$ cat src/verilog/rv_pkg.sv
package rv_pkg;

    // ------------------------------------------------------------------------
    // widths and base types
    // ------------------------------------------------------------------------
    localparam int xlen       = 32;
    localparam int reg_addr_w = 5;

    typedef logic [xlen-1:0]       word_t;
    typedef logic [reg_addr_w-1:0] reg_addr_t;

    // major opcodes, instr[6:0]
    typedef enum logic [6:0] {
        op_alu     = 7'b0110011,
        op_alu_imm = 7'b0010011,
        op_lui     = 7'b0110111,
        op_auipc   = 7'b0010111,
        op_jal     = 7'b1101111,
        op_jalr    = 7'b1100111,
        op_branch  = 7'b1100011,
        op_load    = 7'b0000011,
        op_store   = 7'b0100011,
        op_system  = 7'b1110011
    } op_e;

    typedef enum logic [3:0] {
        alu_add, alu_sub, alu_and, alu_or, alu_xor,
        alu_slt, alu_sltu, alu_sll, alu_srl, alu_sra
    } alu_op_e;

    // write-back source
    typedef enum logic [1:0] {
        res_alu = 2'd0,
        res_mem = 2'd1,
        res_pc4 = 2'd2,
        res_imm = 2'd3
    } result_src_e;

    // ------------------------------------------------------------------------
    // load/store size codes and byte masks
    // ------------------------------------------------------------------------
    localparam logic [2:0] f3_byte   = 3'b000;
    localparam logic [2:0] f3_half   = 3'b001;
    localparam logic [2:0] f3_word   = 3'b010;
    localparam logic [2:0] f3_byte_u = 3'b100;
    localparam logic [2:0] f3_half_u = 3'b101;

    localparam logic [3:0] mask_byte = 4'b0001;
    localparam logic [3:0] mask_half = 4'b0011;
    localparam logic [3:0] mask_word = 4'b1111;

    localparam word_t pc_step  = 32'd4;
    localparam word_t reset_pc = 32'd0;

endpackage

$ cat src/verilog/rv_regfile.sv
module rv_regfile (
    input  logic              clk,
    input  logic              rst,
    input  rv_pkg::reg_addr_t rs1_addr,
    input  rv_pkg::reg_addr_t rs2_addr,
    output rv_pkg::word_t     rs1_data,
    output rv_pkg::word_t     rs2_data,
    input  logic              rf_wen,
    input  rv_pkg::reg_addr_t rf_waddr,
    input  rv_pkg::word_t     rf_wdata
);

    // x0 has no storage
    rv_pkg::word_t regs [1:31];

    // same-cycle write is bypassed to the reader
    function automatic rv_pkg::word_t read_port(rv_pkg::reg_addr_t addr);
        rv_pkg::word_t value;
        if (addr == '0)
            value = '0;
        else if (rf_wen && rf_waddr == addr)
            value = rf_wdata;
        else
            value = regs[addr];
        return value;
    endfunction

    always_ff @(posedge clk or posedge rst) begin
        if (rst) begin
            for (int i = 1; i < 32; i++)
                regs[i] <= '0;
        end else if (rf_wen) begin
            regs[rf_waddr] <= rf_wdata;
        end
    end

    assign rs1_data = read_port(rs1_addr);
    assign rs2_data = read_port(rs2_addr);

endmodule

$ cat src/verilog/rv_decode.sv
module rv_decode (
    input  logic                clk,
    input  logic                rst,
    output rv_pkg::word_t       instr_addr,
    input  rv_pkg::word_t       instr_data,
    input  logic                redirect,
    input  rv_pkg::word_t       redirect_pc,
    output rv_pkg::reg_addr_t   rs1_addr,
    output rv_pkg::reg_addr_t   rs2_addr,
    input  rv_pkg::word_t       rs1_data,
    input  rv_pkg::word_t       rs2_data,
    output logic                d_valid,
    output rv_pkg::word_t       d_pc,
    output rv_pkg::op_e         d_op,
    output rv_pkg::alu_op_e     d_alu_op,
    output logic [2:0]          d_funct3,
    output logic                d_imm_src,
    output rv_pkg::result_src_e d_result_src,
    output rv_pkg::reg_addr_t   d_rd,
    output rv_pkg::reg_addr_t   d_rs1,
    output rv_pkg::reg_addr_t   d_rs2,
    output rv_pkg::word_t       d_imm,
    output rv_pkg::word_t       d_rs1_data,
    output rv_pkg::word_t       d_rs2_data
);

    rv_pkg::word_t pc;
    logic          fd_valid;
    rv_pkg::word_t fd_pc;
    rv_pkg::word_t fd_instr;
    logic          stopped;
    logic          ebreak_now;
    logic          stop;
    rv_pkg::word_t imm_i, imm_s, imm_b, imm_u, imm_j;

    // funct3/funct7 to ALU operation; sub only exists in register form
    function automatic rv_pkg::alu_op_e alu_sel(logic [2:0] f3, logic alt, logic reg_form);
        rv_pkg::alu_op_e sel;
        case (f3)
            3'b000:  sel = (alt && reg_form) ? rv_pkg::alu_sub : rv_pkg::alu_add;
            3'b001:  sel = rv_pkg::alu_sll;
            3'b010:  sel = rv_pkg::alu_slt;
            3'b011:  sel = rv_pkg::alu_sltu;
            3'b100:  sel = rv_pkg::alu_xor;
            3'b101:  sel = alt ? rv_pkg::alu_sra : rv_pkg::alu_srl;
            3'b110:  sel = rv_pkg::alu_or;
            default: sel = rv_pkg::alu_and;
        endcase
        return sel;
    endfunction

    // ------------------------------------------------------------------------
    // fetch: PC and fetch/decode register
    // ------------------------------------------------------------------------
    // a squashed ebreak must not stop fetch
    assign ebreak_now = fd_valid && d_op == rv_pkg::op_system && !redirect;
    assign stop       = stopped || ebreak_now;
    assign instr_addr = pc;

    always_ff @(posedge clk or posedge rst) begin
        if (rst) begin
            pc       <= rv_pkg::reset_pc;
            fd_valid <= 1'b0;
            stopped  <= 1'b0;
        end else begin
            if (redirect)
                pc <= redirect_pc;
            else if (!stop)
                pc <= pc + rv_pkg::pc_step;
            fd_valid <= !redirect && !stop;
            if (ebreak_now)
                stopped <= 1'b1;
        end
    end

    always_ff @(posedge clk) begin
        fd_pc    <= pc;
        fd_instr <= instr_data;
    end

    // ------------------------------------------------------------------------
    // decode
    // ------------------------------------------------------------------------
    assign imm_i = {{20{fd_instr[31]}}, fd_instr[31:20]};
    assign imm_s = {{20{fd_instr[31]}}, fd_instr[31:25], fd_instr[11:7]};
    assign imm_b = {{19{fd_instr[31]}}, fd_instr[31], fd_instr[7], fd_instr[30:25],
                    fd_instr[11:8], 1'b0};
    assign imm_u = {fd_instr[31:12], 12'b0};
    assign imm_j = {{11{fd_instr[31]}}, fd_instr[31], fd_instr[19:12], fd_instr[20],
                    fd_instr[30:21], 1'b0};

    assign d_op     = rv_pkg::op_e'(fd_instr[6:0]);
    assign d_funct3 = fd_instr[14:12];
    assign rs1_addr = fd_instr[19:15];
    assign rs2_addr = fd_instr[24:20];

    always_comb begin
        d_alu_op     = rv_pkg::alu_add;
        d_imm_src    = 1'b1;
        d_result_src = rv_pkg::res_alu;
        d_rd         = fd_instr[11:7];
        d_imm        = imm_i;
        case (d_op)
            rv_pkg::op_alu: begin
                d_imm_src = 1'b0;
                d_alu_op  = alu_sel(d_funct3, fd_instr[30], 1'b1);
            end
            rv_pkg::op_alu_imm: d_alu_op = alu_sel(d_funct3, fd_instr[30], 1'b0);
            rv_pkg::op_lui: begin
                d_result_src = rv_pkg::res_imm;
                d_imm        = imm_u;
            end
            rv_pkg::op_auipc: d_imm = imm_u;
            rv_pkg::op_jal: begin
                d_result_src = rv_pkg::res_pc4;
                d_imm        = imm_j;
            end
            rv_pkg::op_jalr: d_result_src = rv_pkg::res_pc4;
            rv_pkg::op_branch: begin
                d_imm_src = 1'b0;
                d_imm     = imm_b;
                d_rd      = '0;
            end
            rv_pkg::op_load: d_result_src = rv_pkg::res_mem;
            rv_pkg::op_store: begin
                d_imm = imm_s;
                d_rd  = '0;
            end
            // system and unknown opcodes write nothing
            default: d_rd = '0;
        endcase
    end

    assign d_valid    = fd_valid;
    assign d_pc       = fd_pc;
    assign d_rs1      = rs1_addr;
    assign d_rs2      = rs2_addr;
    assign d_rs1_data = rs1_data;
    assign d_rs2_data = rs2_data;

endmodule

$ cat src/verilog/rv_execute.sv
module rv_execute (
    input  logic                clk,
    input  logic                rst,
    input  logic                d_valid,
    input  rv_pkg::word_t       d_pc,
    input  rv_pkg::op_e         d_op,
    input  rv_pkg::alu_op_e     d_alu_op,
    input  logic [2:0]          d_funct3,
    input  logic                d_imm_src,
    input  rv_pkg::result_src_e d_result_src,
    input  rv_pkg::reg_addr_t   d_rd,
    input  rv_pkg::reg_addr_t   d_rs1,
    input  rv_pkg::reg_addr_t   d_rs2,
    input  rv_pkg::word_t       d_imm,
    input  rv_pkg::word_t       d_rs1_data,
    input  rv_pkg::word_t       d_rs2_data,
    input  logic                rf_wen,
    input  rv_pkg::reg_addr_t   rf_waddr,
    input  rv_pkg::word_t       rf_wdata,
    output logic                redirect,
    output rv_pkg::word_t       redirect_pc,
    output logic                e_valid,
    output rv_pkg::word_t       e_pc,
    output rv_pkg::op_e         e_op,
    output rv_pkg::result_src_e e_result_src,
    output logic [2:0]          e_funct3,
    output rv_pkg::reg_addr_t   e_rd,
    output rv_pkg::word_t       e_result,
    output rv_pkg::word_t       e_store_data
);

    logic                ex_valid;
    rv_pkg::word_t       ex_pc;
    rv_pkg::op_e         ex_op;
    rv_pkg::alu_op_e     ex_alu_op;
    logic [2:0]          ex_funct3;
    logic                ex_imm_src;
    rv_pkg::result_src_e ex_result_src;
    rv_pkg::reg_addr_t   ex_rd, ex_rs1, ex_rs2;
    rv_pkg::word_t       ex_imm, ex_rs1_data, ex_rs2_data;

    rv_pkg::word_t rs1_val, rs2_val;
    rv_pkg::word_t op_a, op_b;
    rv_pkg::word_t alu_res;
    logic          cmp;
    logic          taken;

    // ------------------------------------------------------------------------
    // decode/execute register
    // ------------------------------------------------------------------------
    // the instruction behind a taken branch becomes a bubble
    always_ff @(posedge clk or posedge rst) begin
        if (rst)
            ex_valid <= 1'b0;
        else
            ex_valid <= d_valid && !redirect;
    end

    always_ff @(posedge clk) begin
        ex_pc         <= d_pc;
        ex_op         <= d_op;
        ex_alu_op     <= d_alu_op;
        ex_funct3     <= d_funct3;
        ex_imm_src    <= d_imm_src;
        ex_result_src <= d_result_src;
        ex_rd         <= d_rd;
        ex_rs1        <= d_rs1;
        ex_rs2        <= d_rs2;
        ex_imm        <= d_imm;
        ex_rs1_data   <= d_rs1_data;
        ex_rs2_data   <= d_rs2_data;
    end

    // forward from result; the register file covers anything older
    assign rs1_val = (rf_wen && rf_waddr == ex_rs1) ? rf_wdata : ex_rs1_data;
    assign rs2_val = (rf_wen && rf_waddr == ex_rs2) ? rf_wdata : ex_rs2_data;

    assign op_a = (ex_op == rv_pkg::op_auipc) ? ex_pc : rs1_val;
    assign op_b = ex_imm_src ? ex_imm : rs2_val;

    // ------------------------------------------------------------------------
    // ALU
    // ------------------------------------------------------------------------
    always_comb begin
        case (ex_alu_op)
            rv_pkg::alu_sub:  alu_res = op_a - op_b;
            rv_pkg::alu_and:  alu_res = op_a & op_b;
            rv_pkg::alu_or:   alu_res = op_a | op_b;
            rv_pkg::alu_xor:  alu_res = op_a ^ op_b;
            rv_pkg::alu_slt:  alu_res = {31'b0, $signed(op_a) < $signed(op_b)};
            rv_pkg::alu_sltu: alu_res = {31'b0, op_a < op_b};
            rv_pkg::alu_sll:  alu_res = op_a << op_b[4:0];
            rv_pkg::alu_srl:  alu_res = op_a >> op_b[4:0];
            rv_pkg::alu_sra:  alu_res = $signed(op_a) >>> op_b[4:0];
            default:          alu_res = op_a + op_b;
        endcase
    end

    // funct3[2:1] picks the compare, funct3[0] inverts it
    always_comb begin
        case (ex_funct3[2:1])
            2'b00:   cmp = rs1_val == rs2_val;
            2'b10:   cmp = $signed(rs1_val) < $signed(rs2_val);
            2'b11:   cmp = rs1_val < rs2_val;
            default: cmp = 1'b0;
        endcase
    end

    assign taken = ex_op == rv_pkg::op_branch && ex_funct3[2:1] != 2'b01
                   && (cmp ^ ex_funct3[0]);

    assign redirect = ex_valid && (taken || ex_op == rv_pkg::op_jal
                                   || ex_op == rv_pkg::op_jalr);
    assign redirect_pc = (ex_op == rv_pkg::op_jalr) ? {alu_res[31:1], 1'b0}
                                                    : ex_pc + ex_imm;

    always_comb begin
        case (ex_result_src)
            rv_pkg::res_pc4: e_result = ex_pc + rv_pkg::pc_step;
            rv_pkg::res_imm: e_result = ex_imm;
            // load/store address comes out of the ALU too
            default:         e_result = alu_res;
        endcase
    end

    assign e_valid      = ex_valid;
    assign e_pc         = ex_pc;
    assign e_op         = ex_op;
    assign e_result_src = ex_result_src;
    assign e_funct3     = ex_funct3;
    assign e_rd         = ex_rd;
    assign e_store_data = rs2_val;

endmodule

$ cat src/verilog/rv_result.sv
module rv_result (
    input  logic                clk,
    input  logic                rst,
    input  logic                e_valid,
    input  rv_pkg::word_t       e_pc,
    input  rv_pkg::op_e         e_op,
    input  rv_pkg::result_src_e e_result_src,
    input  logic [2:0]          e_funct3,
    input  rv_pkg::reg_addr_t   e_rd,
    input  rv_pkg::word_t       e_result,
    input  rv_pkg::word_t       e_store_data,
    output rv_pkg::word_t       mem_addr,
    output rv_pkg::word_t       mem_wdata,
    output logic [3:0]          mem_wmask,
    output logic                mem_wen,
    output logic                mem_ren,
    input  rv_pkg::word_t       mem_rdata,
    output logic                rf_wen,
    output rv_pkg::reg_addr_t   rf_waddr,
    output rv_pkg::word_t       rf_wdata,
    output logic                retire_valid,
    output rv_pkg::word_t       retire_pc,
    output logic                halt
);

    logic                r_valid;
    rv_pkg::word_t       r_pc;
    rv_pkg::op_e         r_op;
    rv_pkg::result_src_e r_result_src;
    logic [2:0]          r_funct3;
    rv_pkg::reg_addr_t   r_rd;
    rv_pkg::word_t       r_result;
    rv_pkg::word_t       r_store_data;
    rv_pkg::word_t       load_data;

    // retire_pc keeps the last retired PC while bubbles pass through
    always_ff @(posedge clk or posedge rst) begin
        if (rst) begin
            r_valid <= 1'b0;
            r_pc    <= rv_pkg::reset_pc;
            halt    <= 1'b0;
        end else begin
            r_valid <= e_valid;
            if (e_valid)
                r_pc <= e_pc;
            if (r_valid && r_op == rv_pkg::op_system)
                halt <= 1'b1;
        end
    end

    always_ff @(posedge clk) begin
        if (e_valid) begin
            r_op         <= e_op;
            r_result_src <= e_result_src;
            r_funct3     <= e_funct3;
            r_rd         <= e_rd;
            r_result     <= e_result;
            r_store_data <= e_store_data;
        end
    end

    // ------------------------------------------------------------------------
    // data memory port
    // ------------------------------------------------------------------------
    assign mem_addr  = r_result;
    assign mem_wdata = r_store_data;
    assign mem_wen   = r_valid && r_op == rv_pkg::op_store;
    assign mem_ren   = r_valid && r_op == rv_pkg::op_load;

    always_comb begin
        case (r_funct3)
            rv_pkg::f3_byte: mem_wmask = rv_pkg::mask_byte;
            rv_pkg::f3_half: mem_wmask = rv_pkg::mask_half;
            default:         mem_wmask = rv_pkg::mask_word;
        endcase
    end

    always_comb begin
        case (r_funct3)
            rv_pkg::f3_byte:   load_data = {{24{mem_rdata[7]}}, mem_rdata[7:0]};
            rv_pkg::f3_half:   load_data = {{16{mem_rdata[15]}}, mem_rdata[15:0]};
            rv_pkg::f3_byte_u: load_data = {24'b0, mem_rdata[7:0]};
            rv_pkg::f3_half_u: load_data = {16'b0, mem_rdata[15:0]};
            default:           load_data = mem_rdata;
        endcase
    end

    // decode zeroes rd for anything that writes no register
    assign rf_wen   = r_valid && r_rd != '0;
    assign rf_waddr = r_rd;
    assign rf_wdata = (r_result_src == rv_pkg::res_mem) ? load_data : r_result;

    assign retire_valid = r_valid;
    assign retire_pc    = r_pc;

endmodule

$ cat src/verilog/rv_core.sv
module rv_core (
    input  logic          clk,
    input  logic          rst,
    output rv_pkg::word_t instr_addr,
    input  rv_pkg::word_t instr_data,
    output rv_pkg::word_t mem_addr,
    output rv_pkg::word_t mem_wdata,
    output logic [3:0]    mem_wmask,
    output logic          mem_wen,
    output logic          mem_ren,
    input  rv_pkg::word_t mem_rdata,
    output logic          retire_valid,
    output rv_pkg::word_t retire_pc,
    output logic          halt
);

    rv_pkg::reg_addr_t   rs1_addr, rs2_addr;
    rv_pkg::word_t       rs1_data, rs2_data;
    logic                redirect;
    rv_pkg::word_t       redirect_pc;

    // decode to execute
    logic                d_valid;
    rv_pkg::word_t       d_pc;
    rv_pkg::op_e         d_op;
    rv_pkg::alu_op_e     d_alu_op;
    logic [2:0]          d_funct3;
    logic                d_imm_src;
    rv_pkg::result_src_e d_result_src;
    rv_pkg::reg_addr_t   d_rd, d_rs1, d_rs2;
    rv_pkg::word_t       d_imm, d_rs1_data, d_rs2_data;

    // execute to result
    logic                e_valid;
    rv_pkg::word_t       e_pc;
    rv_pkg::op_e         e_op;
    rv_pkg::result_src_e e_result_src;
    logic [2:0]          e_funct3;
    rv_pkg::reg_addr_t   e_rd;
    rv_pkg::word_t       e_result, e_store_data;

    // write-back, also the forwarding source
    logic                rf_wen;
    rv_pkg::reg_addr_t   rf_waddr;
    rv_pkg::word_t       rf_wdata;

    rv_decode u_decode (
        .clk          (clk),
        .rst          (rst),
        .instr_addr   (instr_addr),
        .instr_data   (instr_data),
        .redirect     (redirect),
        .redirect_pc  (redirect_pc),
        .rs1_addr     (rs1_addr),
        .rs2_addr     (rs2_addr),
        .rs1_data     (rs1_data),
        .rs2_data     (rs2_data),
        .d_valid      (d_valid),
        .d_pc         (d_pc),
        .d_op         (d_op),
        .d_alu_op     (d_alu_op),
        .d_funct3     (d_funct3),
        .d_imm_src    (d_imm_src),
        .d_result_src (d_result_src),
        .d_rd         (d_rd),
        .d_rs1        (d_rs1),
        .d_rs2        (d_rs2),
        .d_imm        (d_imm),
        .d_rs1_data   (d_rs1_data),
        .d_rs2_data   (d_rs2_data)
    );

    rv_regfile u_regfile (
        .clk      (clk),
        .rst      (rst),
        .rs1_addr (rs1_addr),
        .rs2_addr (rs2_addr),
        .rs1_data (rs1_data),
        .rs2_data (rs2_data),
        .rf_wen   (rf_wen),
        .rf_waddr (rf_waddr),
        .rf_wdata (rf_wdata)
    );

    rv_execute u_execute (
        .clk          (clk),
        .rst          (rst),
        .d_valid      (d_valid),
        .d_pc         (d_pc),
        .d_op         (d_op),
        .d_alu_op     (d_alu_op),
        .d_funct3     (d_funct3),
        .d_imm_src    (d_imm_src),
        .d_result_src (d_result_src),
        .d_rd         (d_rd),
        .d_rs1        (d_rs1),
        .d_rs2        (d_rs2),
        .d_imm        (d_imm),
        .d_rs1_data   (d_rs1_data),
        .d_rs2_data   (d_rs2_data),
        .rf_wen       (rf_wen),
        .rf_waddr     (rf_waddr),
        .rf_wdata     (rf_wdata),
        .redirect     (redirect),
        .redirect_pc  (redirect_pc),
        .e_valid      (e_valid),
        .e_pc         (e_pc),
        .e_op         (e_op),
        .e_result_src (e_result_src),
        .e_funct3     (e_funct3),
        .e_rd         (e_rd),
        .e_result     (e_result),
        .e_store_data (e_store_data)
    );

    rv_result u_result (
        .clk          (clk),
        .rst          (rst),
        .e_valid      (e_valid),
        .e_pc         (e_pc),
        .e_op         (e_op),
        .e_result_src (e_result_src),
        .e_funct3     (e_funct3),
        .e_rd         (e_rd),
        .e_result     (e_result),
        .e_store_data (e_store_data),
        .mem_addr     (mem_addr),
        .mem_wdata    (mem_wdata),
        .mem_wmask    (mem_wmask),
        .mem_wen      (mem_wen),
        .mem_ren      (mem_ren),
        .mem_rdata    (mem_rdata),
        .rf_wen       (rf_wen),
        .rf_waddr     (rf_waddr),
        .rf_wdata     (rf_wdata),
        .retire_valid (retire_valid),
        .retire_pc    (retire_pc),
        .halt         (halt)
    );

endmodule

$ cat config.mk
export PLATFORM = sky130hd
export DESIGN_NAME = rv_core
export DESIGN_NICKNAME = d
export VERILOG_FILES = /design/src/verilog/rv_pkg.sv /design/src/verilog/rv_regfile.sv /design/src/verilog/rv_decode.sv /design/src/verilog/rv_execute.sv /design/src/verilog/rv_result.sv /design/src/verilog/rv_core.sv
export SDC_FILE = /design/constraint.sdc
export NUM_CORES = 2
export LEC_CHECK = 0
export BUFFER_PORTS_ARGS = -buffer_cell sky130_fd_sc_hd__buf_4
export CORE_ASPECT_RATIO = 1.5
export CORE_MARGIN = 2
export CORE_UTILIZATION = 60
export CTS_CLUSTER_DIAMETER = 60
export DETAILED_ROUTE_END_ITERATION = 10
export PLACE_DENSITY = 0.74
export REMOVE_ABC_BUFFERS = 1
export SYNTH_ARGS = -nofsm -noshare
export SYNTH_HDL_FRONTEND = slang
export SYNTH_SLANG_ARGS = --single-unit
$ cat constraint.sdc
create_clock -name clk -period 102.8 [get_ports clk]
set_input_delay 15.42 -clock clk [delete_from_list [all_inputs] [get_ports clk]]
set_output_delay 15.42 -clock clk [all_outputs]
set_load 0.01 [all_outputs]
==> metrics.csv <==
metric,value,unit
status,"complete, no violations",
clock_sinks,1366,
hold_violations,0,
rsz0062_at_grt,false,
start_kind,input port,
crit_fanout,36,
synthArstFlopShare,77.7,%
tightest_slew,1.28,ns
start_util,60.6,%
grt_pass1_vias,63509,
end_kind,flip-flop,
grtUsageTotal,45.1,%
min_path_cells,0,
synth_flop_cell,dfrtp_1,
drc,0,
place_hpwl,190000,um
grt_pass1_wl,426000,um
antenna_found_initial,12,
fin_setup_tns,0,ns
min_to,u_execute.e_pc[16]$_DFF_P_,
place_congestion,1.09,
ir_drop,21.4,uV
worstHoldPathType,reg2reg,
postCtsHoldBufs,0,
nets,7455,
leakage,35.6,nW
rr_worst_depth,20,
fp.dieW,296,um
area_growth,9.46,%
maxCapViolations,0,
io-pin-count,202,
multiInputGateArea,40700,sq um
clk_path_buf_depth,3,
yosysTopAreaCell,dfrtp_1,
fin_skew,0.0444,ns
initialDrtViolationCount,7257,
viasPerCell,7.02,
cts_max_level,4,
postCtsSetupBuffers,0,
ant_nets,0,
wl_per_cell,32.3,um
postSynthCellCount,7388,
grt-ovfl-total,0,
final_cell_mix,"nand2_1, o21ai_0, dfrtp_1",
final_common_cell,nand2_1,
cp.required,103.32,ns
synth-edff-count,81,
synth-seq-cells,1366,
finalPower,2.40,mW
fmax,0.0460,GHz
fin_crit_sh,21.2,%
cts_made_buffers,136,
cts_tree,built,
first_pass_iters,6,
core,127000,sq um
vias,63472,
portBuffers,200,
worstHoldStart,u_decode.d_pc[16]$_DFF_P_,
clk_pin_slew,0.06,ns
grt_max_degree,183,
finalSetupViolCount,0,
regToRegSetupSlack,94.88,ns
crit_type,in2reg,
dieArea,131000,sq um
r2r-start,u_result.rf_waddr[3]$_DFFE_PP_,
drive_gt1_share,20.6,%
p_per_area,28.5,nW/um^2
synth_area,76900,sq um
routed_wl,292000,um
cts.root.buffer_cell,clkbuf_16,
yosysUniqueCellTypes,105,
clock_latency,0.82,ns
period_minus_slack,21.75,ns
r2r_end,u_result.mem_addr[30]$_DFFE_PP_,
synth_area_leaders,"dfrtp_1, mux4_2, o21ai_0",
cts_resized,0,
yosysTopAreaCellShare,34.5,%
avgSynthCellArea,10.4,sq um
drv_slew,0,
regArea,33500,sq um
maxSlewHeadroom,14.3,%
ys_seq_area_share,43.5,%
n_fill_cell,9755,
die_h,443,um
yosys_warnings,0,
crit_arrival,22.27,ns
num_rows,160,
## routing by layer
layer	track usage [%]	up-vias	share of wire [%]
met1	52.5	31628	33
met3	11.0	1262	9.7
li1	-	26656	-
met4	37.0	6	10
met5	0	-	0.014
met2	70.5	3920	47
## cell families (layout without fill, tap and decap cells)
family                   count (synthesis)  after routing  share of synthesized area, %
AO/OA/AOI/OAI                         2075           2075                          16.3
AND/OR/NAND/NOR                       1999           1999                          11.0
flip-flops                            1366           1366                          43.5
multiplexers                           876            876                          21.1
buffers and inverters                  803            751                          4.23
adder cells (fa/ha/maj)                165            165                          2.71
XOR/XNOR                               103            103                          1.17
other                                    1              7                       0.00487
## synthesized netlist by cell type, drive strengths merged, types with 10 or more instances
cell type	number
mux4	576
dfxtp	224
a211o	12
mux2	190
edfxtp	81
nor2b	27
dfrtp	1061
a21o	42
o211ai	110
a22oi	15
a311oi	10
o311ai	33
a221o	14
o221ai	19
nor3	52
or2	12
a22o	70
nand2b	31
and3	38
buf	132
a211oi	57
nand3	103
a221oi	19
inv	143
xnor2	58
a21oi	240
a31oi	26
o21bai	19
mux2i	110
clkbuf	527
nor2	255
o21ai	1269
and2	16
xor2	45
o21a	16
o31ai	18
nand4	27
or3	25
ha	162
nand2	1357
nor4	15
## critical path: stages
cell      delay [ns]
buf_4           0.13
mux2i_1         0.24
nor3_4          0.07
buf_4           0.32
a211oi_4        1.11
o21ai_0         0.49
mux2_2          0.41
ha_1            0.46
or3_4           0.44
or4_4           0.44
or3_1           0.31
nor4_1          0.56
nor2_1          0.16
a211oi_1        0.54
o311ai_0        0.26
a32oi_1         0.27
mux2i_1         0.10
a21oi_1         0.32
o21ai_1         0.10
## state kept, by name (all words and copies together), names as in the netlist, 32 cells and up
signal,count
u_execute.ex_rs2_data,32
u_decode.d_pc,32
u_execute.ex_rs1_data,32
u_regfile.regs,992
u_decode.instr_addr,32
u_result.mem_wdata,32
u_result.retire_pc,32
u_result.mem_addr,32
u_execute.ex_imm,32
u_decode.fd_instr,32
u_execute.e_pc,32
## cell type report
type                       instances  area share [%]
antenna                            6          0.0178
clock buffer                     199            4.85
clock inverter                    51           0.649
inverter                         144           0.657
multi-input combinational       5219            48.3
sequential                      1366            39.8
tap                             1701            2.53
timing repair buffer             357            3.24
## power breakdown
group | internal, mW | total, mW | switching [mW]
registers | 0.741 | 0.920 | 0.178
logic | 0.403 | 0.959 | 0.556
clock network | 0.296 | 0.520 | 0.225
total | 1.44 | 2.40 | 0.959
## how the worst max path moves through the flow
stage                       startpoint                         endpoint  slack [ns]
after floorplan                    rst       u_decode.d_valid$_DFF_PP0_       57.51
after global placement    mem_rdata[7]  u_result.mem_addr[31]$_DFFE_PP_       80.63
after detailed placement  mem_rdata[7]  u_result.mem_addr[31]$_DFFE_PP_       80.51
after CTS                 mem_rdata[7]  u_result.mem_addr[31]$_DFFE_PP_       81.24
after global routing      mem_rdata[7]  u_result.mem_addr[31]$_DFFE_PP_       80.79
final                     mem_rdata[7]  u_result.mem_addr[31]$_DFFE_PP_       81.05
## per-stage QoR
stage | setup WS (ns) | util [%] | hold slack [ns] | instance area, sq um | cells
final | 81.05 | 66.4 | 0.305 | 84200 | 9043
after floorplan | 57.51 | - | 0.310 | 74200 | 6729
after CTS | 81.24 | 66.3 | 0.314 | 84200 | 9036
after global routing | 80.79 | 66.3 | 0.329 | 84200 | 9038
after global placement | 80.63 | 62.7 | 0.310 | 79600 | 8786
after detailed placement | 80.51 | 62.7 | 0.312 | 79600 | 8786
No activity file was read; power rests on OpenSTA's default activity.
